==> src/rtl/cnn_fixed_pkg.sv <==
package cnn_fixed_pkg;

	////////////////////////////////////////////////////////////////////////////
	// Q6.10 sample format
	////////////////////////////////////////////////////////////////////////////
	localparam int FIX_W     = 16;        // word width of one sample
	localparam int FRAC_BITS = 10;        // binary point position
	localparam int PROD_W    = 2 * FIX_W; // full product width

	typedef logic signed [FIX_W-1:0]  fix16_t; // one Q6.10 value
	typedef logic signed [PROD_W-1:0] prod_t;  // Q12.20 product
	typedef logic signed [FIX_W:0]    sum17_t; // one guard bit for the bias add

	localparam fix16_t FIX_MAX = 16'sh7fff; // +31.999
	localparam fix16_t FIX_MIN = 16'sh8000; // -32.0

	// back to Q6.10, bits 25..10, upper bits just fall off
	function automatic fix16_t renorm(prod_t p);
		return p[FRAC_BITS+FIX_W-1:FRAC_BITS];
	endfunction

	// clamp a 17 bit sum, overflow shows as sign and guard bit disagreeing
	function automatic fix16_t sat17(sum17_t v);
		if (v[FIX_W] != v[FIX_W-1])
			return v[FIX_W] ? FIX_MIN : FIX_MAX;
		return v[FIX_W-1:0];
	endfunction

	function automatic fix16_t relu(fix16_t v);
		return v[FIX_W-1] ? fix16_t'(0) : v; // negatives go to zero
	endfunction

	function automatic fix16_t fix_max(fix16_t a, fix16_t b);
		return (a > b) ? a : b; // signed compare
	endfunction

endpackage

==> src/rtl/layer1_bias_relu.sv <==
module layer1_bias_relu #(
	parameter int NUM_FILTERS = 8
) (
	input  logic                                    clk,
	input  logic                                    rst_n,
	input  logic                                    acc_valid,
	input  logic                                    acc_row_start,
	input  cnn_fixed_pkg::fix16_t [NUM_FILTERS-1:0] acc_data,
	input  cnn_fixed_pkg::fix16_t [NUM_FILTERS-1:0] biases,
	output logic                                    act_valid,
	output logic                                    act_row_start,
	output cnn_fixed_pkg::fix16_t [NUM_FILTERS-1:0] act_data
);
	import cnn_fixed_pkg::*;

	////////////////////////////////////////////////////////////////////////////
	// bias, clamp, ReLU
	////////////////////////////////////////////////////////////////////////////
	sum17_t                   biased_c [NUM_FILTERS]; // 17 bits, cannot overflow
	fix16_t [NUM_FILTERS-1:0] act_c;

	always_comb
	begin
		for (int f = 0; f < NUM_FILTERS; f++)
		begin
			biased_c[f] = sum17_t'($signed(acc_data[f])) + sum17_t'($signed(biases[f]));
			act_c[f]    = relu(sat17(biased_c[f])); // clamp, then drop negatives
		end
	end

	////////////////////////////////////////////////////////////////////////////
	// stage 2 register
	////////////////////////////////////////////////////////////////////////////
	always_ff @(posedge clk)
	begin
		if (!rst_n)
		begin
			act_valid     <= 1'b0;
			act_row_start <= 1'b0;
		end
		else
		begin
			act_valid     <= acc_valid;
			act_row_start <= acc_valid && acc_row_start;
		end
	end

	always_ff @(posedge clk)
	begin
		if (acc_valid)
			act_data <= act_c; // one result per filter
	end

endmodule

==> config.mk <==
export PLATFORM = sky130hd
export DESIGN_NAME = layer1_bias_relu
export DESIGN_NICKNAME = d
export VERILOG_FILES = /design/src/rtl/cnn_fixed_pkg.sv /design/src/rtl/layer1_bias_relu.sv
export SDC_FILE = /design/constraint.sdc
export NUM_CORES = 1
export LEC_CHECK = 0
export ABC_CLOCK_PERIOD_IN_PS = 3010
export BUFFER_PORTS_ARGS = -buffer_cell sky130_fd_sc_hd__buf_2
export CAP_MARGIN = 20
export CORE_AREA = 2 2 153 155
export CTS_CLUSTER_DIAMETER = 50
export DETAILED_ROUTE_END_ITERATION = 8
export DIE_AREA = 0 0 155 157
export GPL_TIMING_DRIVEN = 0
export PLACE_DENSITY = 0.79
export SYNTH_ARGS = -nofsm -noshare
export SYNTH_HDL_FRONTEND = slang
export SYNTH_SLANG_ARGS = --single-unit
==> constraint.sdc <==
create_clock -name clk -period 3.01 [get_ports clk]
set_clock_uncertainty 0.1 [all_clocks]
set_input_delay 0.1505 -clock clk [delete_from_list [all_inputs] [get_ports clk]]
set_output_delay 0.1505 -clock clk [all_outputs]
set_load 0.05 [all_outputs]
# Word level (Yosys, flattened, before mapping)
# Index checks and enable logic that the tools add are counted.
[word_totals] mem_count=0 wordCells=67 output_inout_bits=130 register_bits=130 latchBits=0 mem_bits_rw=0 mem_bits_ro=0 input_bits=260
[op_classes] n_div=0 eq_ne=8 add_sub_neg=8 bitwise=0 n_reduce_logical=1 n_lt_le_gt_ge=0 muxes=32 n_shift=0 n_mul=0
[ops] op="16-bit two-way mux" count=24
[ops] op="16-bit by 16-bit adder with 17-bit output" count=8
[ops] op="1-bit two-way mux" count=8
[ops] op="1-bit inequality test" count=8
[ops] op="1-bit logical AND" count=1

# Depth between registers and ports, before layout
[logic_depth] word_depth=4 mapped_depth=12 ltp_nobuf=11

# Least setup slack after synthesis
# No wires, ideal clock.
[synth_path] kind="input port to flip-flop" from="in acc_data[0] (netlist bit)" to="reg act_data[10] (netlist bit), data pin" required_ns=2.649 arrival_ns=2.173 setup_time_ns=0.261 path_stages=12 path_buffers=1 setup_slack_ns=0.476 path_cell_list="ha_1 > inv_1 > fa_1 > nor2b_1 > o31a_1 > o31ai_2 > nand3b_1 > a31o_1 > a21o_1 > a31oi_2 > buf_2 > a21oi_1"
[synth_between] elab_chain_cells=4 elab_cells_between_ends=6 cone_classes="add/sub (1); eq/ne (1); mux (4)"
[synth_rtl] item="start, declared" line="layer1_bias_relu.sv:8" text="input cnn_fixed_pkg::fix16_t [NUM_FILTERS-1:0] acc_data,"
[synth_rtl] item="16-bit by 16-bit adder with 17-bit output *" line="layer1_bias_relu.sv:26" text="biased_c[f] = sum17_t'($signed(acc_data[f])) + sum17_t'($signed(biases[f]));"
[synth_rtl] item="16-bit two-way mux / 1-bit inequality test (equally long branches)" line="cnn_fixed_pkg.sv:25, cnn_fixed_pkg.sv:24"
[synth_rtl] item="16-bit two-way mux / 1-bit two-way mux (equally long branches)" line="cnn_fixed_pkg.sv:24" text="if (v[FIX_W] != v[FIX_W-1])"
[synth_rtl] item="16-bit two-way mux *" line="cnn_fixed_pkg.sv:26" text="return v[FIX_W-1:0];"
[synth_rtl] item="end signal, assigned" line="layer1_bias_relu.sv:51" text="act_data <= act_c;"
[synth_rtl] item="end, declared" line="layer1_bias_relu.sv:12" text="output cnn_fixed_pkg::fix16_t [NUM_FILTERS-1:0] act_data"
# Mark *: on every way between the ends. The rest lies on a longest branch, timed or not. The select of a mux whose other input is x is not followed.
# A chain may end at the register's enable or synchronous reset.

# Worst setup path after layout
[layout_path] from="in acc_data[32] (netlist bit)" to="reg act_data[45] (netlist bit), data pin"
# Same word-level chain as after synthesis.

==> run summary <==
The per-cell via count in the routed design came out at 5.43. The critical path starts at acc_data[32]. In this run, synthesis produced a sequential element count of 122. The quantity of gates resized following cts is 0. For this design, the sink count on the clock tree is 122.

The worst-case clock buffer depth is 2. The kind of launch point of the worst setup path is an input port. The met1 wire length came out at 11700 um. Dividing total power by cell area gives a power density of 575 nW/um^2.

The tightest min-delay check is of the input port to flip-flop type. The first routing iteration left 406 violations. The number of max-capacitance violations reported is 0. The kind of capture point of the worst setup path is a flip-flop. The detailed-placement wirelength estimate is 23300 um. In this run the top signal layer used is met5. Detailed routing placed a total of about 1700 um of wire on met3.

Averaged over all synthesized cells, the footprint is 9.87 um^2. The floorplan has between 50 and 60 rows. Setup repair after global routing left no endpoint under its margin.

The largest fanout of any net on the critical path is 10. The instance count of the mapped netlist came out at 1027. TritonCTS built the clock tree. Entering global routing, the biggest net connects 63 pins. The final hold violation count is 0. The critical path depth is 13. The global route total overflow is 0. On the final layout, the worst hold slack is around 0.08 ns. In the synthesized netlist the async set-or-reset flop fraction comes to 0%. The flow ran to the end, and the final reports show no timing, DRC or antenna violations. The global-route usage over all layers is 22.8%.

The maximum single-stage delay on the critical path is 0.48 ns. The area of all placed cells without fillers came out at 13000 um^2. The root buffer cell chosen for the clock tree is sky130_fd_sc_hd__clkbuf_16. The most frequent cell after synthesis is sky130_fd_sc_hd__a21oi_1. Summed over all nets, wire length on met2 after detailed routing comes to 14000 um.

The number of ports placed on the die boundary is between 300 and 400. After synthesis, the cell types taking the most area are sky130_fd_sc_hd__edfxtp_1 (36%), sky130_fd_sc_hd__ha_1 (16%), sky130_fd_sc_hd__a21oi_1 (9.6%), sky130_fd_sc_hd__xor2_1 (5.2%), sky130_fd_sc_hd__xnor2_1 (3.5%). The slew of the pin with the lowest slew margin came out at 0.704 ns. Summing all placed instances gives a cell area of about 12000 um^2. The die covers 24300 um^2. The layout cell share with drive strength beyond 1 is 31.2%. After layout, the worst path uses 91.7% of the clock period. Input and output buffers added on the ports amount to 381. The yosys synthesis warning count came out at 0.

The final standard cell count with taps included and fillers excluded is around 1700. VDD sags by at most 0.257 mV. The fmax is 0.362 GHz. The fraction of synthesized cell area taken by the top area cell type came out at a little over a third. After synthesis the cells add up to ~10000 um^2. The chip height is 157 um. The post-detailed-route count of antenna-violating nets is 0. sky130_fd_sc_hd__edfxtp_1 takes more of the synthesized area than any other cell.

The TritonCTS buffer count came out at 17. The number of pins exceeding their max-slew limit in the final report is 0. By count the netlist is led by sky130_fd_sc_hd__a21oi_1 (194), sky130_fd_sc_hd__ha_1 (128), sky130_fd_sc_hd__edfxtp_1 (120), sky130_fd_sc_hd__xor2_1 (60), sky130_fd_sc_hd__inv_1 (54).

The endpoint of the worst setup timing path is act_data[45]. The distinct cell type count of the synthesized netlist came out at 73. The detailed-route via count is between 9000 and 10000. The core region is 22500 um^2. The via count of the first global-routing pass came out at just over 9000. Together, buffers and inverters on the worst path number 3. The number of iterations in the first detailed-routing pass is 4. By startpoint and endpoint, the worst setup path is classified as input port to flip-flop. The die boundary width is 155 um. The layout net count came out at 1834. The synthesized design contains 120 enable-type register cells. For the worst setup path, the data required time is ~3.2 ns.

The number of placed instances, taps included is 1701. The dominant synthesized flop cell is sky130_fd_sc_hd__edfxtp_1. For this run, design rule violations remaining after detail routing come to 0. Once the floorplan was initialized, standard cells occupied 45.0% of the core. The leakage power of the design is 6.08 nW. The congestion estimate from routability-driven global placement came to 0.920. The final critical path time including I/O delays and setup came out at 2.76 ns. The slowest stage of the critical path belongs to the cell sky130_fd_sc_hd__o31ai_1. The arrival time at the worst endpoint came out at 2.92 ns.

The number of antenna violations at the first check in global routing is 3. The routed length per placed instance came out at 16.5 um. The final count of negative-setup-slack endpoints came out at 0. The critical path goes through buf_2, ha_1, inv_1, fa_1, nor2b_1, o21ai_1, a21boi_1, nor2b_1, o31ai_1, a41o_1, o22ai_1, buf_2, a21oi_1.

The worst pin sits at a relative slew slack of 52.8%. The sequential-to-total area share from yosys stat came out at 36.0%. The area growth from synthesis to layout came out at 28.5%.

The sum of routed wire length over all layers is about 29000 um. The clock-pin transition on the worst setup and hold timing paths came out at 0.06 ns. On the critical path the largest part of the delay comes from compound AO/OA/AOI/OAI gates.

The maximum level of the CTS H-tree is 4. The wire length of the first global-routing pass is approximately 44000 um.
==> cell type report <==
class | instances | area, um^2
Inverter | 54 | 203
Clock buffer | 19 | 433
Sequential cell | 122 | 3640
Multi-Input combinational cell | 832 | 6150
Clock inverter | 13 | 97.6
Antenna cell | 3 | 7.51
Buffer | 26 | 160
Timing Repair Buffer | 385 | 1970
Tap cell | 285 | 357
Fill cell | 2017 | 9480
==> how the worst min path moves through the flow <==
stage | start | endpoint | slack [ns] | depth (start not counted)
2_1_floorplan | acc_valid | act_data[0] | 0.16 | 0
3_3_place_gp | rst_n | act_valid | 0.27 | 2
3_5_place_dp | acc_row_start | act_row_start | 0.28 | 2
4_1_cts | biases[112] | act_data[112] | 0.06 | 4
5_1_grt | biases[48] | act_data[48] | 0.1 | 4
6_report | biases[112] | act_data[112] | 0.08 | 4
==> worst min-delay path, stage by stage <==
cell                      delay, ns
sky130_fd_sc_hd__buf_2         0.08
sky130_fd_sc_hd__ha_1          0.10
sky130_fd_sc_hd__inv_1         0.03
sky130_fd_sc_hd__a21oi_1       0.10
==> per-layer routing <==
| metal | vias to the layer above | track usage, % |
|---|---|---|
| met5 | - | 0 |
| met4 | 2 | 12.2 |
| met3 | 78 | 4.68 |
| met2 | 377 | 39.6 |
| met1 | 4286 | 26.6 |
| li1 | 4697 | - |
==> cells in the final DEF (no fill, tap or decap), types with 35 or more instances in the layout <==
cell,Yosys,final
sky130_fd_sc_hd__buf_2,11,391
sky130_fd_sc_hd__xnor2_1,40,40
sky130_fd_sc_hd__inv_1,54,54
sky130_fd_sc_hd__edfxtp_1,120,120
sky130_fd_sc_hd__ha_1,128,128
sky130_fd_sc_hd__a21o_1,35,35
sky130_fd_sc_hd__nor2_1,48,48
sky130_fd_sc_hd__nand2_1,43,43
sky130_fd_sc_hd__a21oi_1,194,194
sky130_fd_sc_hd__xor2_1,60,60
sky130_fd_sc_hd__o21ai_0,49,49
==> cell families after synthesis <==
| family | Yosys count | share of synthesized area, % |
|---|---|---|
| and+or+nand+nor | 172 | 8.52 |
| other | 1 | 0.0370 |
| muxes | 2 | 0.222 |
| buffers and inverters | 80 | 3.58 |
| adders and majority gates | 136 | 17.4 |
| DFF | 122 | 36.0 |
| AOI/OAI and AO/OA | 412 | 25.3 |
| xor gates and xnor gates | 102 | 8.96 |
==> timing repair <==
| item | in CTS | in global routing |
|---|---|---|
| buffers inserted | 0 | 0 |
| endpoints found under the hold margin | 2 | 0 |
| hold buffers | 3 | 0 |
==> state kept, by name (all words and copies together) (netlist names) <==
register / flops
act_data: 120
act_row_start: 1
act_valid: 1
==> report_power, final <==
group          total (mW)  internal, mW  switching [mW]  leakage, nW
Sequential           2.35          2.27          0.0768         1.19
Clock                1.87          1.06           0.810        0.250
Combinational        3.28          1.04            2.24         4.64
Total                7.49          4.36            3.13         6.08
==> metrics by stage <==
step	TNS (ns)	util, %	total power, mW	setup slack, ns
2_1_floorplan	0	-	4.79	0.476
3_3_place_gp	-2.87	55.2	5.58	-0.172
3_5_place_dp	-2.58	55.4	5.64	-0.153
4_1_cts	0	57.8	7.54	0.250
5_1_grt	0	57.9	7.87	0.0209
6_report	0	57.9	7.49	0.250
No activity file was read; power rests on OpenSTA's default activity.
