$ cat src/rtl/cnn_fixed_pkg.sv
package cnn_fixed_pkg;

	////////////////////////////////////////////////////////////////////////////
	// Q6.10 sample format
	////////////////////////////////////////////////////////////////////////////
	localparam int FIX_W     = 16;        // word width of one sample
	localparam int FRAC_BITS = 10;        // binary point position
	localparam int PROD_W    = 2 * FIX_W; // full product width

	typedef logic signed [FIX_W-1:0]  fix16_t; // one Q6.10 value
	typedef logic signed [PROD_W-1:0] prod_t;  // Q12.20 product
	typedef logic signed [FIX_W:0]    sum17_t; // one guard bit for the bias add

	localparam fix16_t FIX_MAX = 16'sh7fff; // +31.999
	localparam fix16_t FIX_MIN = 16'sh8000; // -32.0

	// back to Q6.10, bits 25..10, upper bits just fall off
	function automatic fix16_t renorm(prod_t p);
		return p[FRAC_BITS+FIX_W-1:FRAC_BITS];
	endfunction

	// clamp a 17 bit sum, overflow shows as sign and guard bit disagreeing
	function automatic fix16_t sat17(sum17_t v);
		if (v[FIX_W] != v[FIX_W-1])
			return v[FIX_W] ? FIX_MIN : FIX_MAX;
		return v[FIX_W-1:0];
	endfunction

	function automatic fix16_t relu(fix16_t v);
		return v[FIX_W-1] ? fix16_t'(0) : v; // negatives go to zero
	endfunction

	function automatic fix16_t fix_max(fix16_t a, fix16_t b);
		return (a > b) ? a : b; // signed compare
	endfunction

endpackage

$ cat src/rtl/cnn_layer_pkg.sv
package cnn_layer_pkg;

	////////////////////////////////////////////////////////////////////////////
	// layer 1 geometry
	////////////////////////////////////////////////////////////////////////////
	localparam int IN_CHANNELS = 3; // R, G, B
	localparam int PIX_W       = IN_CHANNELS * cnn_fixed_pkg::FIX_W; // 48
	localparam int WSEL_W      = 4; // 2*NUM_FILTERS addresses, up to 8 filters
	localparam int POOL_SIZE   = 2; // horizontal pooling window

	// R sits in the top word, B in the bottom word
	typedef logic [PIX_W-1:0]  pixel_t;
	typedef logic [PIX_W-1:0]  tap_vec_t; // same order as pixel_t
	typedef logic [WSEL_W-1:0] wsel_t;    // taps at 0..N-1, biases at N..2N-1

	// bit offset of channel ch inside a pixel or tap vector
	function automatic int ch_lsb(int ch);
		return (IN_CHANNELS - 1 - ch) * cnn_fixed_pkg::FIX_W;
	endfunction

endpackage

$ cat src/rtl/layer1_max_pool.sv
module layer1_max_pool #(
	parameter int NUM_FILTERS = 8
) (
	input  logic                                    clk,
	input  logic                                    rst_n,
	input  logic                                    act_valid,
	input  logic                                    act_row_start, // forces a new pair
	input  cnn_fixed_pkg::fix16_t [NUM_FILTERS-1:0] act_data,
	output logic                                    feat_valid,    // one per full window
	output cnn_fixed_pkg::fix16_t [NUM_FILTERS-1:0] feat_data      // filter 0 in low word
);
	import cnn_fixed_pkg::*;
	import cnn_layer_pkg::*;

	localparam int CNT_W = $clog2(POOL_SIZE); // 1 bit for pairs

	////////////////////////////////////////////////////////////////////////////
	// window position
	////////////////////////////////////////////////////////////////////////////
	logic [CNT_W-1:0]         pool_cnt;   // beats already in the window, 0 = first
	logic                     first_beat; // opens a window
	logic                     last_beat;  // closes a window
	fix16_t [NUM_FILTERS-1:0] hold_q;     // running max of the window so far
	fix16_t [NUM_FILTERS-1:0] max_c;

	// a row start always opens a new window, a half filled one is dropped
	assign first_beat = act_valid && (act_row_start || (pool_cnt == '0));
	assign last_beat  = act_valid && !first_beat && (pool_cnt == CNT_W'(POOL_SIZE - 1));

	always_comb
	begin
		for (int f = 0; f < NUM_FILTERS; f++)
			max_c[f] = fix_max(hold_q[f], act_data[f]); // per filter, signed
	end

	always_ff @(posedge clk)
	begin
		if (!rst_n)
		begin
			pool_cnt   <= '0; // expect the first of a pair
			feat_valid <= 1'b0;
		end
		else
		begin
			feat_valid <= last_beat; // one cycle after the closing beat
			if (first_beat)
				pool_cnt <= CNT_W'(1);
			else if (last_beat)
				pool_cnt <= '0;
			else if (act_valid)
				pool_cnt <= pool_cnt + CNT_W'(1);
		end
	end

	////////////////////////////////////////////////////////////////////////////
	// payload
	////////////////////////////////////////////////////////////////////////////
	always_ff @(posedge clk)
	begin
		if (first_beat)
			hold_q <= act_data;  // start the window
		else if (act_valid)
			hold_q <= max_c;     // only reached for windows wider than 2
		if (last_beat)
			feat_data <= max_c;
	end

endmodule

$ cat config.mk
export PLATFORM = sky130hd
export DESIGN_NAME = layer1_max_pool
export DESIGN_NICKNAME = d
export VERILOG_FILES = /design/src/rtl/cnn_fixed_pkg.sv /design/src/rtl/cnn_layer_pkg.sv /design/src/rtl/layer1_max_pool.sv
export SDC_FILE = /design/constraint.sdc
export NUM_CORES = 1
export LEC_CHECK = 0
export ABC_AREA = 1
export BUFFER_PORTS_ARGS = -buffer_cell sky130_fd_sc_hd__buf_4
export CAP_MARGIN = 20
export CORE_ASPECT_RATIO = 0.9
export CORE_MARGIN = 2
export CORE_UTILIZATION = 33
export DETAILED_ROUTE_END_ITERATION = 7
export PLACE_DENSITY = 0.51
export SYNTH_ARGS = -nofsm -noshare
export SYNTH_HDL_FRONTEND = slang
export SYNTH_SLANG_ARGS = --single-unit
$ cat constraint.sdc
create_clock -name clk -period 11.4 [get_ports clk]
set_input_delay 0 -clock clk [delete_from_list [all_inputs] [get_ports clk]]
set_output_delay 0 -clock clk [all_outputs]
set_load 0.05 [all_outputs]
Yosys cells after proc, flatten, opt, wreduce, memory -nomap -nowiden
Index checks and enable logic that the tools add are counted.
{"block": "classes", "magnitude_cmp": 8, "n_addsub": 1, "n_bitwise": 1, "n_mux": 13, "reduce_logical": 7}
{"operator": "2-to-1 mux 128 bit", "n": 2}
{"operator": "greater-than comparator 16 bit", "n": 8}
{"operator": "2-to-1 mux 16 bit", "n": 8}
{"operator": "logical AND 1 bit", "n": 3}
{"operator": "2-to-1 mux 1 bit", "n": 3}
{"operator": "nonzero test 3 bit", "n": 1}
{"operator": "nonzero test 2 bit", "n": 1}
{"operator": "adder 1 bit, second input constant", "n": 1}
{"operator": "logical NOT 1 bit", "n": 1}
{"operator": "logical OR 1 bit", "n": 1}
{"operator": "NOT 1 bit", "n": 1}
{"block": "totals", "wordCells": 48, "out_inout_bits": 129, "register_bits": 258, "inputBits": 132}

Logic depth before layout (Yosys ltp)
Gate-level depths: netlist of the first run.
{"block": "logic_depth", "depth_word": 8, "depth_mapped": 17}

Worst setup path before layout of the first run
OpenSTA, ideal clock, no wires.
{"block": "synth_timing", "path_type": "register -> register", "from": "register pool_cnt", "to": "register feat_data[0] (netlist bit) (enable)", "t_arrival_ps": 5736, "n_path_buf": 0, "path_slack_ps": 5046, "synth_period_minus_slack_ps": 6354, "path_stages_with_launch": 3, "setup_ps": 618, "cell_sequence": "dfxtp_1 nand2_1 nor2_1"}
{"block": "synth_between", "elab_chain_len": 6}
{"item": "start: declaration", "line": "layer1_max_pool.sv:20", "rtl": "logic [CNT_W-1:0] pool_cnt;"}
{"item": "start signal: assignment", "line": "layer1_max_pool.sv:51", "rtl": "pool_cnt <= pool_cnt + CNT_W'(1);"}
{"item": "NOT 1 bit", "line": "layer1_max_pool.sv:27", "rtl": "assign first_beat = act_valid && (act_row_start || (pool_cnt == '0));"}
{"item": "logical OR 1 bit", "line": "layer1_max_pool.sv:27"}
{"item": "logical AND 1 bit", "line": "layer1_max_pool.sv:27"}
{"item": "logical NOT 1 bit", "line": "layer1_max_pool.sv:28", "rtl": "assign last_beat = act_valid && !first_beat && (pool_cnt == CNT_W'(POOL_SIZE - 1));"}
{"item": "logical AND 1 bit", "line": "layer1_max_pool.sv:28"}
{"item": "logical AND 1 bit (*)", "line": "layer1_max_pool.sv:28"}
{"item": "named net last_beat", "line": "layer1_max_pool.sv:22", "rtl": "logic last_beat;"}
{"item": "end signal: assignment", "line": "layer1_max_pool.sv:65", "rtl": "feat_data <= max_c;"}
{"item": "end: declaration", "line": "layer1_max_pool.sv:10", "rtl": "output cnn_fixed_pkg::fix16_t [NUM_FILTERS-1:0] feat_data"}
Mark *: on every way through the listed nets, which the timed path passes. The rest lies on a longest branch.
A chain may end at the register's enable or synchronous reset.

Worst setup path after layout of the first run
{"block": "layout_timing", "from": "input act_valid", "to": "register feat_data[71] (netlist bit) (enable)"}
{"block": "layout_between", "elab_chain_len": 4}
{"item": "start: declaration", "line": "layer1_max_pool.sv:6", "rtl": "input logic act_valid,"}
{"item": "logical AND 1 bit", "line": "layer1_max_pool.sv:27"}
{"item": "logical NOT 1 bit", "line": "layer1_max_pool.sv:28"}
{"item": "logical AND 1 bit (*) (2 in a row)", "line": "layer1_max_pool.sv:28"}
{"item": "named net last_beat", "line": "layer1_max_pool.sv:22"}
Marks and branches as above.

==> results of run 1 <==
==> per-stage QoR <==
step | hold WS (ns) | instance area [um^2] | setup WS, ns
after global routing | 0.151 | 21000 | 7.99
final | 0.124 | 21000 | 8.24
after CTS | 0.131 | 21000 | 8.14
after global placement | 0.274 | 18600 | 7.65
after floorplan | 0.140 | 16200 | 5.05
after detailed placement | 0.268 | 18600 | 7.58
==> critical path: cells and delay by family <==
family	cells	cell delay, ns
simple gates	1	0.82
buf+inv	4	2.35
==> power by group through the flow <==
stage	sequential (W)	clock, W	combinational [W]
6_report	0.00123	0.00108	0.000925
5_1_grt	0.00124	0.00115	0.00105
4_1_cts	0.00123	0.00112	0.000935
3_5_place_dp	0.00125	0	0.000891
3_3_place_gp	0.00125	0	0.000883
2_1_floorplan	0.00131	0	0.000609
==> per-layer routing <==
metal	up-vias	routed length, um	part of all wire
li1	6813	-	-
met1	6143	21100	0.47
met2	316	20700	0.46
met3	56	2520	0.056
met4	6	848	0.019
met5	-	29	0.00064
==> logic make-up after synthesis <==
group	synth area share
simple gates	0.309
fa+ha+maj	0.0990
flops	0.477
buf+inv	0.0942
compound gates	0.0203
==> final timing paths <==
kind,cells past startpoint,slack [ns],endpoint
min,1,0.12,hold_q[116]$_DFFE_PP_
max,5,8.24,feat_data[71]$_DFFE_PP_
max reg2reg,4,8.25,feat_data[71]$_DFFE_PP_
min reg2reg,2,0.55,pool_cnt$_SDFFE_PN0P_
==> sequential cells by signal (all words and copies together) (netlist names) <==
name,count
pool_cnt,1
feat_valid,1
feat_data,128
hold_q,128
==> cells in the final DEF (no fill, tap or decap), types with 2 or more instances in the layout <==
cell type      instances
clkinv_1               9
inv_1                310
a21o_1                 8
dfxtp_1                2
nor2_1                43
buf_4                264
o21ai_0                8
bufinv_16              4
a21oi_1               44
nand2_1              496
nand3_2               18
edfxtp_1             256
nand2_2               33
nand2_4                8
ha_1                 128
nand4_1              133
and2_1               128
nand3_4                7
clkinv_2               7
clkbuf_16             35
nor3_2                 4
clkbuf_1               3
nor2_2                 2
nand3_1              138
dlygate4sd3_1        130
==> what timing repair did <==
item	CTS	global route
gates resized for setup	0	0
setup buffers	0	0
endpoints found under the setup margin	0	0
hold buffers	130	0
endpoints found under the hold margin	258	0
==> cell type report <==
cell class,instances,share of cell area
Tap cell,624,0.0371
Inverter,311,0.0556
Multi-Input combinational cell,1201,0.330
Antenna cell,1,0.000119
Clock buffer,38,0.0422
Clock inverter,23,0.0102
Sequential cell,258,0.368
Timing Repair Buffer,395,0.157
==> out/results.ini, run 1 <==
[outcome]
status = finished, final reports clean

[synth]
yosysTopAreaCell = edfxtp_1
syn_nets = 2091
yosysMostFrequentCell = nand2_1
yosysUniqueCellTypes = 26
synth_top_area_frac = 0.475
async_flop_share = 0
yosysWarnings = 0
synth_cells = 1831
ys_top_cells_by_count = 497 x nand2_1, 311 x inv_1, 256 x edfxtp_1
synth.cell_area_mm2 = 0.0162
ys_seq_area_frac = 0.477
syn_avg_cell_area_um2 = 8.84
synth-main-ff-cell = edfxtp_1
synth_area_leaders = edfxtp_1 47%, nand2_1 12%, ha_1 9.9%
synth_edf_count = 256
synth-seq-cells = 258

[global_route]
grt_pass1_wl_um = 71100
met1_usage = 0.237
grt_max_degree = 90
globalRouteMet3Util = 0.0350
first_global_vias = 13111
grt-busiest-layer = met2
antenna_found_initial = 4
overflow = 0
grt.total_usage = 0.176
gr-usage-met2 = 0.286

[floorplan]
die_y_um = 214
initial_core_util = 0.336
ios = 261
core.rowCount = 76
die_w_um = 237
die_area_mm2 = 0.0508
core-area_mm2 = 0.0481

[sta]
period_needed_ns = 3.16
relSlewSlack = 0.327
hold_viol_final = 0
skew_ns = 0.0237
setup_viol = 0
rsz0062_at_grt = no
tightest_slew_ns = 1.01
fmax_mhz = 316
maxSlewViolCount = 0
totalNegativeSetupSlack_ns = 0
finalCritPeriodShare = 0.278

[cells_and_area]
fill_cells = 4679
seqCellArea_mm2 = 0.00773
syn_to_final_growth_pct = 29.9
final_nets = 2461
stdcell_count = 2851
drive_gt1_frac = 0.174
multi_input_area_mm2 = 0.00695
finalCoreUtilization = 0.437

[critical_path]
critPathMaxFanout = 89
cp_common_cell = buf_4
arrival_ns = 3.31
cp.required_ns = 11.54
path_class = input port to flop
cpMaxStageDelayCell = nor2_4
critPathLaunch = act_valid
rr_startpoint = pool_cnt$_SDFFE_PN0P_
crit_chain = buf_6, inv_1, nor2_4, buf_4, buf_4
start_kind = input port
cpPeakStageDelay_ns = 0.82
critPathCaptureType = flop

[clocking]
cts_max_path_buffers = 3
cts_root_buf = clkbuf_16
cts_made_buffers = 34
htree_num_levels = 2
path_clk_slew_ns = 0.06
clkSinkCount = 258
insertion_delay_ns = 0.54
cts_tree = yes

[routing]
vias = 13334
wire_per_inst_um = 15.9
first_iter_violations = 896
drc = 0
dr.pass1.iters = 5
wl_um = 45200
viasPerCell = 4.68
detail-route-antenna-nets = 0

[pwr]
clkPwrFrac = 0.334
p_sw_w = 0.00105
p_int_w = 0.00219
pwr-share-seq = 0.381
finalPower_w = 0.00324
p_leak_nw = 10.1
swShare = 0.323
power_density_mw_per_mm2 = 154
ir_worst_vdd_mv = 0.0802
comb_power_share = 0.286

[place]
port_buffers = 260
gp_congestion = 0.793
place_inst = 2659
hpwl_um = 29000

[min_path]
worstHoldPathType = input port to flop
min-delay-start = act_valid

[job]
max-cap-violations = 0

(Power assumes the default switching activity.)
==> inputs of run 2 (changes only) <==
==> constraint.sdc (replaced) <==
create_clock -name clk -period 3.16 [get_ports clk]
set_input_delay 0 -clock clk [delete_from_list [all_inputs] [get_ports clk]]
set_output_delay 0 -clock clk [all_outputs]
set_load 0.05 [all_outputs]
==> run 2 against run 1 <==
- clock skew decreased by 0.010 ns
- die area unchanged
- utilization grew 0.34 points
- power grew to 3.6 times the previous value
- final area is 0.77% higher
- flip-flop and latch count unchanged
- global-route usage grew 0.21 points
- critical path depth is 4 higher
- non-clock buffer count increased by 19
- critical endpoint is now hold_q[73]$_DFFE_PP_
- highest routed layer unchanged
==> out/results.ini, run 2 (synthesized netlist as in run 1, its figures left out) <==
[outcome]
status = finished, final reports clean

[clocking]
htree_num_levels = 2  ; unchanged
path_clk_slew_ns = 0.06  ; about the same
cts_root_buf = clkbuf_16
insertion_delay_ns = 0.53  ; about the same
clkSinkCount = 258  ; unchanged
cts_setup_buffers = 0  ; unchanged
cts_max_path_buffers = 3  ; unchanged
cts_resized = 0  ; unchanged
cts_made_buffers = 34  ; unchanged
cts_tree = yes

[sta]
whs_ns = 0.289  ; +0.165 ns
totalNegativeSetupSlack_ns = 0  ; unchanged
period_needed_ns = 2.52
worst_slack_ns = 0.639  ; -7.60 ns
tightest_slew_ns = 1.02  ; +0.0106 ns
rsz0062_at_grt = no
finalCritPeriodShare = 0.798
fmax_mhz = 397
hold_viol_final = 0  ; unchanged
skew_ns = 0.0133  ; -0.0104 ns
relSlewSlack = 0.320  ; -0.00707
setup_viol = 0  ; unchanged
maxSlewViolCount = 0  ; unchanged

[critical_path]
r2r_cells = 9  ; +5
start_kind = flop
arrival_ns = 2.80  ; -0.51 ns
critPathMaxFanout = 17  ; -81%
cp.required_ns = 3.44  ; -8.10 ns
rr_startpoint = hold_q[79]$_DFFE_PP_
reg2reg_to = hold_q[73]$_DFFE_PP_
r2r_slack_ns = 0.64  ; -7.61 ns
path_class = flop to flop
critPathCaptureType = flop

[cells_and_area]
layout_commonest_cell = nand2_1
stdcell_count = 2865  ; +0.49%
syn_to_final_growth_pct = 30.9
finalCoreUtilization = 0.440  ; +0.00335
fill_cells = 4675  ; -0.085%
final_nets = 2480  ; +0.77%
final_cell_mix = 496 x nand2_1, 310 x inv_1, 277 x buf_4
reg_top3 = feat_data x128, hold_q x128
drive_gt1_frac = 0.178  ; +0.00337

[min_path]
worstHoldEndpoint = hold_q[36]$_DFFE_PP_
hold_depth = 4  ; +3
worstHoldPathType = input port to flop
min-delay-start = act_data[36]

[floorplan]
die_w_um = 237  ; unchanged
core.rowCount = 76  ; unchanged
core-area_mm2 = 0.0481  ; unchanged
die_y_um = 214  ; unchanged
ios = 261  ; unchanged
initial_core_util = 0.336  ; unchanged
die_area_mm2 = 0.0508  ; unchanged

[global_route]
overflow = 0  ; unchanged
grt_max_degree = 128  ; +42%
grt_pass1_wl_um = 72300  ; +1.7%
first_global_vias = 13392  ; +2.1%
grt.total_usage = 0.178  ; +0.00209
antenna_found_initial = 2  ; -2

[job]
max-cap-violations = 0  ; unchanged

[routing]
detail-route-antenna-nets = 0  ; unchanged
dr.pass1.iters = 5  ; unchanged
wl_um = 45300  ; +0.15%
drc = 0  ; unchanged
viasPerCell = 4.69  ; +0.27%
wire_per_inst_um = 15.8  ; -0.34%
first_iter_violations = 575  ; -36%
vias = 13435  ; +0.76%

[place]
gp_congestion = 0.812  ; +2.5%
dp_slack_ns = 0.662  ; -6.92 ns
place_inst = 2677  ; +0.68%
port_buffers = 260  ; unchanged
hpwl_um = 30200  ; +4.2%

[pwr]
power_density_mw_per_mm2 = 546  ; +250%
ir_worst_vdd_mv = 0.316  ; +290%
p_leak_nw = 10.2  ; +0.73%

## run 2: cell count changes in the layout (fill, tap and decap cells not counted), sizes merged
cell         change
bufinv           -2
buf             +18
dlygate4sd3      +1
clkbuf           +6
inv              -1
clkinv           -8
## run 2: cell type report
class                   count  area [um^2]  share of cell area
diodes                      1         2.50            0.000118
clock buffers              44          952              0.0449
clock inverters            12          103             0.00484
inverters                 311         1170              0.0552
multi-input cells        1201         6950               0.328
flip-flops and latches    258         7730               0.365
well taps                 624          781              0.0369
repair buffers            414         3500               0.165
## run 2: stage by stage
step	total power, W	instance area [um^2]
floorplan	0.00693	16200
global placement	0.00770	18800
detailed placement	0.00775	18800
CTS	0.0117	21200
global route	0.0123	21200
finish	0.0116	21200
## run 2: layer usage
layer	GRT usage	vias up	routed length, um
met1	0.240	6237	21300
met2	0.290	281	20700
met5	0	-	24
li1	-	6858	-
met4	0.0453	4	751
met3	0.0372	55	2460
## run 2: critical path: stages, from the launching register on
cell and delay [ns]:
edfxtp_1 0.40, ha_1 0.35, a21oi_1 0.17, o21ai_0 0.10, a21oi_1 0.20, nand3_2 0.40
nand3_4 0.38, nand2_1 0.11, nand3_1 0.09, nand2_1 0.07
## run 2: power by group
| group | leakage (nW) | total (W) | internal (W) | switching [W] |
|---|---|---|---|---|
| Combinational | 7.22 | 0.00335 | 0.00128 | 0.00206 |
| Clock | 0.509 | 0.00377 | 0.00227 | 0.00150 |
| Sequential | 2.44 | 0.00445 | 0.00431 | 0.000143 |
| Total | 10.2 | 0.0116 | 0.00786 | 0.00371 |
## run 2: what timing repair did
item | 4_1_cts | 5_1_grt
setup endpoints to repair | 0 | 0
hold buffers | 131 | 0
endpoints found under the hold margin | 266 | 0
## run 2: worst max-delay path by stage
| stage | cells past startpoint | slack, ns | startpoint | end |
|---|---|---|---|---|
| floorplan | 2 | 0.42 | pool_cnt$_SDFFE_PN0P_ | feat_data[0]$_DFFE_PP_ |
| global placement | 10 | 0.68 | hold_q[13]$_DFFE_PP_ | feat_data[1]$_DFFE_PP_ |
| detailed placement | 11 | 0.66 | hold_q[15]$_DFFE_PP_ | hold_q[1]$_DFFE_PP_ |
| CTS | 11 | 0.66 | hold_q[15]$_DFFE_PP_ | hold_q[1]$_DFFE_PP_ |
| global route | 11 | 0.42 | hold_q[15]$_DFFE_PP_ | hold_q[2]$_DFFE_PP_ |
| finish | 9 | 0.64 | hold_q[79]$_DFFE_PP_ | hold_q[73]$_DFFE_PP_ |
