===== src/rtl/cnn_fixed_pkg.sv =====
package cnn_fixed_pkg;

	////////////////////////////////////////////////////////////////////////////
	// Q6.10 sample format
	////////////////////////////////////////////////////////////////////////////
	localparam int FIX_W     = 16;        // word width of one sample
	localparam int FRAC_BITS = 10;        // binary point position
	localparam int PROD_W    = 2 * FIX_W; // full product width

	typedef logic signed [FIX_W-1:0]  fix16_t; // one Q6.10 value
	typedef logic signed [PROD_W-1:0] prod_t;  // Q12.20 product
	typedef logic signed [FIX_W:0]    sum17_t; // one guard bit for the bias add

	localparam fix16_t FIX_MAX = 16'sh7fff; // +31.999
	localparam fix16_t FIX_MIN = 16'sh8000; // -32.0

	// back to Q6.10, bits 25..10, upper bits just fall off
	function automatic fix16_t renorm(prod_t p);
		return p[FRAC_BITS+FIX_W-1:FRAC_BITS];
	endfunction

	// clamp a 17 bit sum, overflow shows as sign and guard bit disagreeing
	function automatic fix16_t sat17(sum17_t v);
		if (v[FIX_W] != v[FIX_W-1])
			return v[FIX_W] ? FIX_MIN : FIX_MAX;
		return v[FIX_W-1:0];
	endfunction

	function automatic fix16_t relu(fix16_t v);
		return v[FIX_W-1] ? fix16_t'(0) : v; // negatives go to zero
	endfunction

	function automatic fix16_t fix_max(fix16_t a, fix16_t b);
		return (a > b) ? a : b; // signed compare
	endfunction

endpackage


===== src/rtl/cnn_layer_pkg.sv =====
package cnn_layer_pkg;

	////////////////////////////////////////////////////////////////////////////
	// layer 1 geometry
	////////////////////////////////////////////////////////////////////////////
	localparam int IN_CHANNELS = 3; // R, G, B
	localparam int PIX_W       = IN_CHANNELS * cnn_fixed_pkg::FIX_W; // 48
	localparam int WSEL_W      = 4; // 2*NUM_FILTERS addresses, up to 8 filters
	localparam int POOL_SIZE   = 2; // horizontal pooling window

	// R sits in the top word, B in the bottom word
	typedef logic [PIX_W-1:0]  pixel_t;
	typedef logic [PIX_W-1:0]  tap_vec_t; // same order as pixel_t
	typedef logic [WSEL_W-1:0] wsel_t;    // taps at 0..N-1, biases at N..2N-1

	// bit offset of channel ch inside a pixel or tap vector
	function automatic int ch_lsb(int ch);
		return (IN_CHANNELS - 1 - ch) * cnn_fixed_pkg::FIX_W;
	endfunction

endpackage


===== src/rtl/layer1_weight_bank.sv =====
module layer1_weight_bank #(
	parameter int NUM_FILTERS = 8
) (
	input  logic                                          clk,
	input  logic                                          rst_n,
	input  logic                                          wr_en,   // one cycle write strobe
	input  cnn_layer_pkg::wsel_t                          wr_sel,  // register address
	input  cnn_layer_pkg::tap_vec_t                       wr_data, // bias uses low word
	output cnn_layer_pkg::tap_vec_t [NUM_FILTERS-1:0]     taps,    // to stage 1
	output cnn_fixed_pkg::fix16_t   [NUM_FILTERS-1:0]     biases   // to stage 2
);
	import cnn_fixed_pkg::*;
	import cnn_layer_pkg::*;

	////////////////////////////////////////////////////////////////////////////
	// address decode
	////////////////////////////////////////////////////////////////////////////
	logic [NUM_FILTERS-1:0] tap_we;  // one hot per filter
	logic [NUM_FILTERS-1:0] bias_we;

	// addresses past 2*NUM_FILTERS-1 hit nothing
	always_comb
	begin
		for (int f = 0; f < NUM_FILTERS; f++)
		begin
			tap_we[f]  = wr_en && (wr_sel == wsel_t'(f));
			bias_we[f] = wr_en && (wr_sel == wsel_t'(NUM_FILTERS + f));
		end
	end

	////////////////////////////////////////////////////////////////////////////
	// tap and bias registers
	////////////////////////////////////////////////////////////////////////////
	// the new value lands on the strobe edge, stages see it next cycle
	always_ff @(posedge clk)
	begin
		if (!rst_n)
		begin
			taps   <= '0; // all filters start at zero weight
			biases <= '0;
		end
		else
		begin
			for (int f = 0; f < NUM_FILTERS; f++)
			begin
				if (tap_we[f])
					taps[f] <= wr_data; // all three taps at once
				if (bias_we[f])
					biases[f] <= fix16_t'(wr_data[FIX_W-1:0]);
			end
		end
	end

endmodule


===== config.mk =====
export PLATFORM = sky130hd
export DESIGN_NAME = layer1_weight_bank
export DESIGN_NICKNAME = d
export VERILOG_FILES = /design/src/rtl/cnn_fixed_pkg.sv /design/src/rtl/cnn_layer_pkg.sv /design/src/rtl/layer1_weight_bank.sv
export SDC_FILE = /design/constraint.sdc
export NUM_CORES = 1
export LEC_CHECK = 0
export BUFFER_PORTS_ARGS = -buffer_cell sky130_fd_sc_hd__buf_2
export CORE_AREA = 2 2 221 223
export CTS_CLUSTER_SIZE = 24
export DETAILED_ROUTE_END_ITERATION = 12
export DIE_AREA = 0 0 223 225
export PLACE_DENSITY = 0.63
export SKIP_CTS_REPAIR_TIMING = 1
export SYNTH_ARGS = -nofsm -noshare
export SYNTH_HDL_FRONTEND = slang
export SYNTH_SLANG_ARGS = --single-unit

===== constraint.sdc =====
create_clock -name clk -period 1.7 [get_ports clk]
set_clock_uncertainty 0.05 [all_clocks]
set_input_delay 0.34 -clock clk [delete_from_list [all_inputs] [get_ports clk]]
set_output_delay 0.34 -clock clk [all_outputs]
set_load 0.03 [all_outputs]

* Yosys cells after proc, flatten, opt, wreduce, memory -nomap -nowiden
Cells that the tools add are included.
** Operators by class
- Multiplexer cells :: 0
- Eq/ne operators :: 15
- Magnitude comparators :: 0
- Multiply operators :: 0
- Reduce and logical (&&, ||, !) cells :: 17
- Bitwise operators :: 0
- Div/mod/pow operators :: 0
- Add/sub/neg operators :: 0
- Shifts and indexed selects :: 0
** Operators with widths (count)
- equality test 4 bit, second input constant :: 8
- equality test 4 x 3 -> 1 bit, second input constant :: 4
- logical AND 1 bit :: 16
- equality test 4 x 2 -> 1 bit, second input constant :: 2
- equality test 4 x 1 -> 1 bit, second input constant :: 1
- zero test 4 bit :: 1
** Storage, ports and cells
- RAM bits :: 0
- Register bits :: 512
- Memory bits (read-only) :: 0
- Input port bits :: 55
- Word-level logic and storage cells :: 48
- Latch bits :: 0
- Memories kept :: 0

* Longest topological paths before layout
Gate-level depths: netlist of the first run.
- Depth in word-level cells :: 2
- Depth in mapped cells :: 6
- Gate-level depth less buffers :: 3

* Least setup slack after synthesis of the first run
OpenSTA, ideal clock, no wires.
- Path kind :: input-to-reg
- From :: in wr_sel[1]
- To :: reg biases[21] (netlist bit)
- Path slack :: 0.081 ns
- Arrival time :: 1.497 ns
- Required time :: 1.578 ns
- Buffers on the path :: 2
- Cell stages on the path :: 5
- Cell sequence :: buf_2 nand2b_1 nor2_2 buf_2 mux2i_1
** Between the ends
- Longest elaborated chain between the ends :: 2
** Ends and longest elaborated chain
- from (decl) :: RTL line layer1_weight_bank.sv:7 : input cnn_layer_pkg::wsel_t wr_sel,
- equality test 4 bit :: RTL line layer1_weight_bank.sv:27 : bias_we[f] = wr_en && (wr_sel == wsel_t'(NUM_FILTERS + f));
- logical AND 1 bit :: RTL line layer1_weight_bank.sv:27
- to (signal, indexed assignment) :: RTL line layer1_weight_bank.sv:49 : biases[f] <= fix16_t'(wr_data[FIX_W-1:0]);
- to (decl) :: RTL line layer1_weight_bank.sv:10 : output cnn_fixed_pkg::fix16_t [NUM_FILTERS-1:0] biases
Every way passes these cells.
A chain may end at the register's enable or synchronous reset.

* Final worst setup path of the first run
- From :: reg taps[81] (netlist bit)
- To :: out taps[81] (netlist bit)
** RTL lines
- from (decl) :: RTL line layer1_weight_bank.sv:9 : output cnn_layer_pkg::tap_vec_t [NUM_FILTERS-1:0] taps,
- from (signal, indexed assignment) :: RTL line layer1_weight_bank.sv:47 : taps[f] <= wr_data;
No word-level cell between the ends.

==> results.sh, run 1 <==
export IMPL_slowest_stage="dfxtp_1"
export IMPL_grt_max_degree=63
export IMPL_finish_instance_area_sq_um=23910
export IMPL_antenna_left=0
export IMPL_cp_slowest_stage_delay_ns=0.34
export IMPL_drtPass1Iterations=5
export IMPL_finalPower_mw=24.83
export IMPL_synth_avg_cell_area_sq_um=10.47
export IMPL_drive_above_1_share_pct=31.51
export IMPL_ys_ff_latch=512
export IMPL_cts_sinks=512
export IMPL_cp_end_kind="output pin"
export IMPL_startpoint_type="flop"
export IMPL_tns_ns=0
export IMPL_synth_compound_area_share_pct=0
export IMPL_cap_violations=0
export IMPL_dr_total_vias=14493
export IMPL_worst_endpoint_arrival_ns=1.19
export IMPL_portBuffers=566
export IMPL_worstMarginPinSlew_ns=0.4761
export IMPL_synth_edf_count=0
export IMPL_syn_area_sq_um=18210
export IMPL_rsz0062_at_grt="false"
export IMPL_muxShareOfSynthArea_pct=28.14
export IMPL_yosys_top_cells_area="dfxtp_1 (56%), mux2i_1 (28%), nand2_1 (12%), clkbuf_1 (1.6%), buf_2 (1.2%)"
export IMPL_drt_wl_total_um=60460
export IMPL_ctsRootBufferMaster="clkbuf_16"
export IMPL_cp_data_required_time_ns=1.31
export IMPL_yosysTopAreaCellShare_pct=56.28
export IMPL_min_path_cells=3
export IMPL_period_minus_slack_ns=1.580
export IMPL_place_area_sq_um=22300
export IMPL_synth_distinct_cells=16
export IMPL_synth_fa_ha_area_share_pct=0
export IMPL_cts_tree="built"
export IMPL_post_synth_top_count_cell="nand2_1"
export IMPL_path_delay_family="flip-flops"
export IMPL_path_depth=1
export IMPL_power_density_nw_per_um2=1038
export IMPL_synth_area_leader_cell="dfxtp_1"
export IMPL_ys_flop_type="dfxtp_1"
export IMPL_min_path_type="in2reg"
export IMPL_maxSlewHeadroom_pct=68.18
export IMPL_finalNonFillerCells=2962
export IMPL_finalNetCount=2368
export IMPL_routedWlPerCell_um=20.41
export IMPL_hold_violations=0
export IMPL_dp_cells=2874
export IMPL_row_count=80
export IMPL_r2r_cells=2
export IMPL_crit_buf_inv=1
export IMPL_synth_xor_area_share_pct=0
export IMPL_ys_async_sr_fraction_pct=0
export IMPL_boundaryPins=567
export IMPL_netlist_instances=1740
export IMPL_yosysWarningCount=0
export IMPL_ir_drop_mv=0.7516
export IMPL_core_area_sq_um=47550
export IMPL_finalWeightedCongestion=0.7974
export IMPL_status="complete, no violations"
export IMPL_grt_pass1_wl_um=88870
export IMPL_cts_buffers=52
export IMPL_die_area_sq_um=50180
export IMPL_syn_to_final_growth_pct=31.30
export IMPL_ys_seq_area_share_pct=56.28
export IMPL_max_freq_mhz=632.7
export IMPL_track_usage_pct=23.15
export IMPL_final_setup_viol_count=0
export IMPL_slew_violations=0
export IMPL_grt_overflow=0
export IMPL_hold_slack_ns=0.03399
export IMPL_clk_pin_slew_worst_paths_ns=0.06
export IMPL_period_share_pct=92.97
export IMPL_vias_per_cell=4.893
export IMPL_synth_top_family_by_area="multiplexers"
export IMPL_clockBufferDepth=3
export IMPL_syn_num_nets=1795
export IMPL_yosys_area_share_simple_pct=12.34
export IMPL_crit_type="reg2out"
export IMPL_dp_hpwl_um=42400
export IMPL_insertion_delay_ns=0.59
export IMPL_die_h_um=225
export IMPL_crit_path_max_fanout=2
export IMPL_leakage_nw=11.86
export IMPL_drc=0
export IMPL_drt_initial_drc_count=671
export IMPL_first_global_vias=14395
export IMPL_die_x_um=223
export IMPL_htree_levels=2
export IMPL_synth_common_cells="nand2_1 (562), dfxtp_1 (512), mux2i_1 (512)"
export IMPL_antenna_found_initial=2
export IMPL_start_util_pct=38.31
export IMPL_crit_chain="buf_2"
## routing by layer
layer  vias to the layer above  part of all wire, %  GRT usage (%)
met5                         -                    0              0
met4                         0                  3.5          8.487
met3                       112                  5.9          5.346
met2                       435                   49          40.09
met1                      7085                   41          28.10
li1                       6861                    -              -
## cell families (layout without fill, tap and decap cells)
group,count (synthesis),in the layout
buffers and inverters,132,737
flip-flops,512,512
multiplexers,512,512
other,0,2
AND/OR/NAND/NOR,584,584
## final timing paths
| path | from | endpoint | slack [ns] |
|---|---|---|---|
| hold / removal | rst_n | taps[265]$_SDFFE_PN0P_ | 0.03 |
| setup reg to reg | taps[269]$_SDFFE_PN0P_ | taps[269]$_SDFFE_PN0P_ | 0.97 |
| hold reg to reg | taps[338]$_SDFFE_PN0P_ | taps[338]$_SDFFE_PN0P_ | 0.40 |
| setup / recovery | taps[81]$_SDFFE_PN0P_ | taps[81] | 0.12 |
## state kept, by name, indices dropped and copies added, names as in the netlist
signal,count
biases,128
taps,384
## report_power, final
part	total [mW]	internal, mW	switching [mW]
clock network	11.0	6.30	4.69
logic	1.61	0.473	1.14
registers	12.2	12.2	0.0791
## cell usage in the layout (no fill, tap or decap), types with 3 or more instances in the layout
cell type    n
nor2_4       3
clkbuf_16   53
nor2_2       6
dfxtp_1    512
buf_4       54
buf_2      565
buf_12      31
clkbuf_8    11
mux2i_1    512
clkinv_2     7
clkbuf_1    11
nand3b_1     4
nand2_1    561
## cell type report
cell class | count | area, sq um
Multi-Input combinational cell | 1096 | 7412
Fill cell | 4414 | 23630
Timing Repair Buffer | 651 | 3869
Antenna cell | 2 | 5.005
Clock buffer | 75 | 1519
Sequential cell | 512 | 10250
Clock inverter | 11 | 90.09
Tap cell | 615 | 769.5
## metrics by stage
step	worst slack [ns]	util, %
after global placement	-0.1499	46.90
after floorplan	0.08102	-
after CTS	0.08555	50.29
final	0.1196	50.30
after global routing	0.06552	50.30
after detailed placement	-0.1674	46.90
Power figures use the tool's default switching activity.
==> inputs of run 2 (changes only) <==
Settings changed: PLACE_DENSITY 0.63 to 0.64.
==> run 2 against run 1 <==
Net effect: utilization increased by 0.72 points; first-iteration DRC count fell by 7.0%; largest power group unchanged; hold slack lost 0.014 ns; non-clock buffer count down 2; routed wire length down 1.2%; largest cell class unchanged; sequential power about the same.
==> results.sh, run 2 (same netlist as run 1, synthesis figures left out) <==
export IMPL_status="complete, no violations"
export IMPL_power_density_nw_per_um2=1071
export IMPL_finalNetCount=2366
export IMPL_cap_violations=0
export IMPL_largest_reg_flops=384
export IMPL_worstMarginPinSlew_ns=0.4809
export IMPL_dp_cells=2872
export IMPL_grt_max_degree=66
export IMPL_min_path_type="in2reg"
export IMPL_vias_per_cell=4.874
export IMPL_maxSlewHeadroom_pct=67.86
export IMPL_rsz0062_at_grt="false"
export IMPL_period_share_pct=93.07
export IMPL_drtPass1Iterations=7
export IMPL_slowest_stage="dfxtp_1"
export IMPL_ir_drop_mv=0.6913
export IMPL_portBuffers=566
export IMPL_multiInputGateArea_sq_um=7412
export IMPL_final_common_cell="buf_2"
export IMPL_finalNonFillerCells=2966
export IMPL_clk_pin_slew_worst_paths_ns=0.07
export IMPL_layout_area_seq_sq_um=10250
export IMPL_dr_total_vias=14457
export IMPL_drt_initial_drc_count=624
export IMPL_startpoint_type="flop"
export IMPL_hold_slack_ns=0.02034
export IMPL_first_global_vias=14347
export IMPL_track_usage_pct=22.77
export IMPL_start_util_pct=38.31
export IMPL_crit_chain="buf_2"
export IMPL_ctsRootBufferMaster="clkbuf_16"
export IMPL_r2r_setup_slack_ns=0.99
export IMPL_crit_buf_inv=1
export IMPL_hold_violations=0
export IMPL_wl_met3_um=3449
export IMPL_worst_endpoint_arrival_ns=1.19
export IMPL_grt_overflow=0
export IMPL_finish_instance_area_sq_um=24260
export IMPL_drive_above_1_share_pct=31.84
export IMPL_num_fill_cells=4275
export IMPL_path_delay_family="flip-flops"
export IMPL_place_area_sq_um=22440
export IMPL_leakage_nw=12.01
export IMPL_cts_buffers=52
export IMPL_routedWlPerCell_um=20.14
export IMPL_cts_sinks=512
export IMPL_cp_slowest_stage_delay_ns=0.37
export IMPL_final_setup_viol_count=0
export IMPL_insertion_delay_ns=0.58
export IMPL_finalPower_mw=25.98
export IMPL_cp_end_kind="output pin"
export IMPL_boundaryPins=567
export IMPL_drc=0
export IMPL_die_x_um=223
export IMPL_core_area_sq_um=47550
export IMPL_preCtsSetupSlack_ns=-0.01698
export IMPL_htree_levels=2
export IMPL_max_freq_mhz=632.0
export IMPL_largest_register="taps"
export IMPL_slew_violations=0
export IMPL_crit_type="reg2out"
export IMPL_grt_pass1_wl_um=88220
export IMPL_antenna_found_initial=2
export IMPL_period_minus_slack_ns=1.582
export IMPL_wl_met2_um=29050
export IMPL_syn_to_final_growth_pct=33.18
export IMPL_wl_met1_um=25200
export IMPL_clockBufferDepth=3
export IMPL_reg_top3="taps (384), biases (128)"
export IMPL_crit_path_max_fanout=2
export IMPL_fin_ws_ns=0.1178
export IMPL_final_cell_mix="buf_2 (565), nand2_1 (561), mux2i_1 (512), dfxtp_1 (512), clkbuf_16 (52)"
export IMPL_cp_data_required_time_ns=1.31
export IMPL_topRoutingLayerUsed="met4"
export IMPL_dp_hpwl_um=42080
export IMPL_cts_tree="built"
export IMPL_row_count=80
export IMPL_finalWeightedCongestion=0.8040
export IMPL_antenna_left=0
export IMPL_drt_wl_total_um=59740
export IMPL_die_h_um=225
export IMPL_die_area_sq_um=50180
run 2: cell count changes in the layout (fill, tap and decap cells not counted), moves of 2 or more:
cell and change:
bufinv_16 +7, buf_12 +12, buf_4 -14, clkinvlp_4 +2
clkbuf_1 -5, clkinv_2 +2
run 2: where the power goes:
part	internal (mW)	switching, mW	total (mW)
combinational	0.501	1.13	1.63
sequential	12.2	0.0792	12.2
clock	7.30	4.81	12.1
total	20.0	6.03	26.0
run 2: final cells by class:
cell class / count / area share (%)
Clock inverter: 23 / 1.408
Multi-Input combinational cell: 1096 / 30.56
Timing Repair Buffer: 649 / 16.51
Tap cell: 615 / 3.172
Clock buffer: 69 / 6.081
Antenna cell: 2 / 0.02063
Sequential cell: 512 / 42.26
run 2: worst paths after layout:
| kind | startpoint | endpoint | depth (start not counted) |
|---|---|---|---|
| worst max-delay path | taps[273]$_SDFFE_PN0P_ | taps[273] | 1 |
| worst min register to register | taps[288]$_SDFFE_PN0P_ | taps[288]$_SDFFE_PN0P_ | 2 |
| worst min-delay path | rst_n | taps[293]$_SDFFE_PN0P_ | 3 |
| worst max register to register | taps[267]$_SDFFE_PN0P_ | taps[267]$_SDFFE_PN0P_ | 2 |
run 2: per-stage QoR:
step                utilization (%)  TNS [ns]
global placement              47.19   -0.5918
detailed placement            47.19  -0.04522
floorplan                         -         0
global route                  51.02         0
CTS                           51.01         0
finish                        51.02         0
run 2: routing by layer:
metal	vias to the layer above	global-route usage (%)
met2	457	39.28
met4	0	8.227
li1	6877	-
met1	7007	27.80
met3	116	5.254
met5	-	0
==> inputs of run 3 (changes only) <==
Settings changed: MAX_ROUTING_LAYER set to met4.
==> run 3 against run 2 <==
Net effect: final area unchanged; global-route usage increased by 0.69 points; worst setup slack lost 0.0028 ns; register-to-register slack is essentially flat; largest cell class unchanged.
==> results.sh, run 3 (same netlist as run 1, synthesis figures left out) <==
export IMPL_status="complete, no violations"
export IMPL_first_global_vias=14362
export IMPL_ctsRootBufferMaster="clkbuf_16"
export IMPL_power_density_nw_per_um2=1070
export IMPL_clk_pin_slew_worst_paths_ns=0.07
export IMPL_cts_tree="built"
export IMPL_path_delay_family="flip-flops"
export IMPL_drt_initial_drc_count=592
export IMPL_die_x_um=223
export IMPL_finalNonFillerCells=2966
export IMPL_intPower_mw=19.95
export IMPL_grt_pass1_wl_um=88200
export IMPL_largest_reg_flops=384
export IMPL_finalNetCount=2366
export IMPL_combPwrFrac_pct=6.3
export IMPL_syn_to_final_growth_pct=33.18
export IMPL_die_area_sq_um=50180
export IMPL_finalWeightedCongestion=0.8156
export IMPL_worst_endpoint_arrival_ns=1.19
export IMPL_num_fill_cells=4275
export IMPL_tns_ns=0
export IMPL_worstMarginPinSlew_ns=0.4764
export IMPL_final_cell_mix="buf_2 (565), nand2_1 (561), mux2i_1 (512), dfxtp_1 (512), clkbuf_16 (52)"
export IMPL_portBuffers=566
export IMPL_crit_type="reg2out"
export IMPL_grt_overflow=0
export IMPL_row_count=80
export IMPL_dp_cells=2872
export IMPL_antenna_left=0
export IMPL_crit_buf_inv=1
export IMPL_hold_violations=0
export IMPL_crit_path_max_fanout=2
export IMPL_vias_per_cell=4.894
export IMPL_largest_register="taps"
export IMPL_clockBufferDepth=3
export IMPL_dp_hpwl_um=42080
export IMPL_startpoint_type="flop"
export IMPL_drtPass1Iterations=5
export IMPL_maxSlewHeadroom_pct=68.17
export IMPL_rsz0062_at_grt="false"
export IMPL_dr_total_vias=14517
export IMPL_cap_violations=0
export IMPL_period_share_pct=93.24
export IMPL_final_setup_viol_count=0
export IMPL_htree_levels=2
export IMPL_drt_wl_total_um=59750
export IMPL_antenna_found_initial=2
export IMPL_start_util_pct=38.31
export IMPL_drc=0
export IMPL_cp_slowest_stage_delay_ns=0.39
export IMPL_drive_above_1_share_pct=31.84
export IMPL_grt_max_degree=66
export IMPL_reg_top3="taps (384), biases (128)"
export IMPL_min_path_type="in2reg"
export IMPL_ir_drop_mv=0.6916
export IMPL_die_h_um=225
export IMPL_cts_buffers=52
export IMPL_max_freq_mhz=630.9
export IMPL_swShare_pct=23.16
export IMPL_cp_end_kind="output pin"
export IMPL_slew_violations=0
export IMPL_seqPwrFrac_pct=47.1
export IMPL_routedWlPerCell_um=20.14
export IMPL_slowest_stage="dfxtp_1"
export IMPL_clockPowerShare_pct=46.6
export IMPL_core_area_sq_um=47550
export IMPL_insertion_delay_ns=0.58
export IMPL_cp_data_required_time_ns=1.31
export IMPL_switching_power_mw=6.013
export IMPL_leakage_nw=12.01
export IMPL_cts_sinks=512
export IMPL_period_minus_slack_ns=1.585
export IMPL_boundaryPins=567
export IMPL_crit_chain="buf_2"
export IMPL_track_usage_pct=23.46
export IMPL_hold_slack_ns=0.02192
export IMPL_final_common_cell="buf_2"
run 3: cell type report:
cell class,instances,area [sq um],share of cell area (%)
Antenna cell,2,5.005,0.02063
Clock buffer,69,1475,6.081
Clock inverter,23,341.6,1.408
Multi-Input combinational cell,1096,7412,30.56
Sequential cell,512,10250,42.26
Tap cell,615,769.5,3.172
Timing Repair Buffer,649,4004,16.51
run 3: stage by stage:
step	setup WS, ns	power [mW]	util, %	cell area, sq um
finish	0.1150	25.97	51.02	24260
global route	0.07389	26.70	51.02	24260
CTS	0.07448	26.21	51.01	24250
detailed placement	-0.01698	14.14	47.19	22440
global placement	-0.01962	14.12	47.19	22440
floorplan	0.08102	13.42	-	18210
run 3: worst reg2reg max path: cells and delay by family, from the launching register on:
family           cells  cell delay (ns)
and+or+nand+nor      1             0.06
DFF                  1             0.36
muxes                1             0.14
run 3: layer usage:
layer | wire [um] | up-vias | track usage [%]
met5 | 0 | - | -
met4 | 2156 | 0 | 8.357
met3 | 3511 | 124 | 5.215
met2 | 28990 | 472 | 39.21
met1 | 25090 | 7044 | 27.86
li1 | - | 6877 | -
run 3: power by group through the flow:
stage	logic [mW]	registers (mW)	clock network, mW
after floorplan	0.615	12.8	0
after global placement	1.63	12.5	0
after detailed placement	1.64	12.5	0
after CTS	1.64	12.2	12.3
after global routing	1.72	12.2	12.7
final	1.63	12.2	12.1
run 3: worst paths after layout:
path	start	endpoint	slack (ns)	cells past startpoint
worst min register to register	taps[160]$_SDFFE_PN0P_	taps[160]$_SDFFE_PN0P_	0.40	2
worst min-delay path	rst_n	taps[293]$_SDFFE_PN0P_	0.02	3
worst max-delay path	biases[15]$_SDFFE_PN0P_	biases[15]	0.12	1
worst max register to register	taps[267]$_SDFFE_PN0P_	taps[267]$_SDFFE_PN0P_	1.00	2
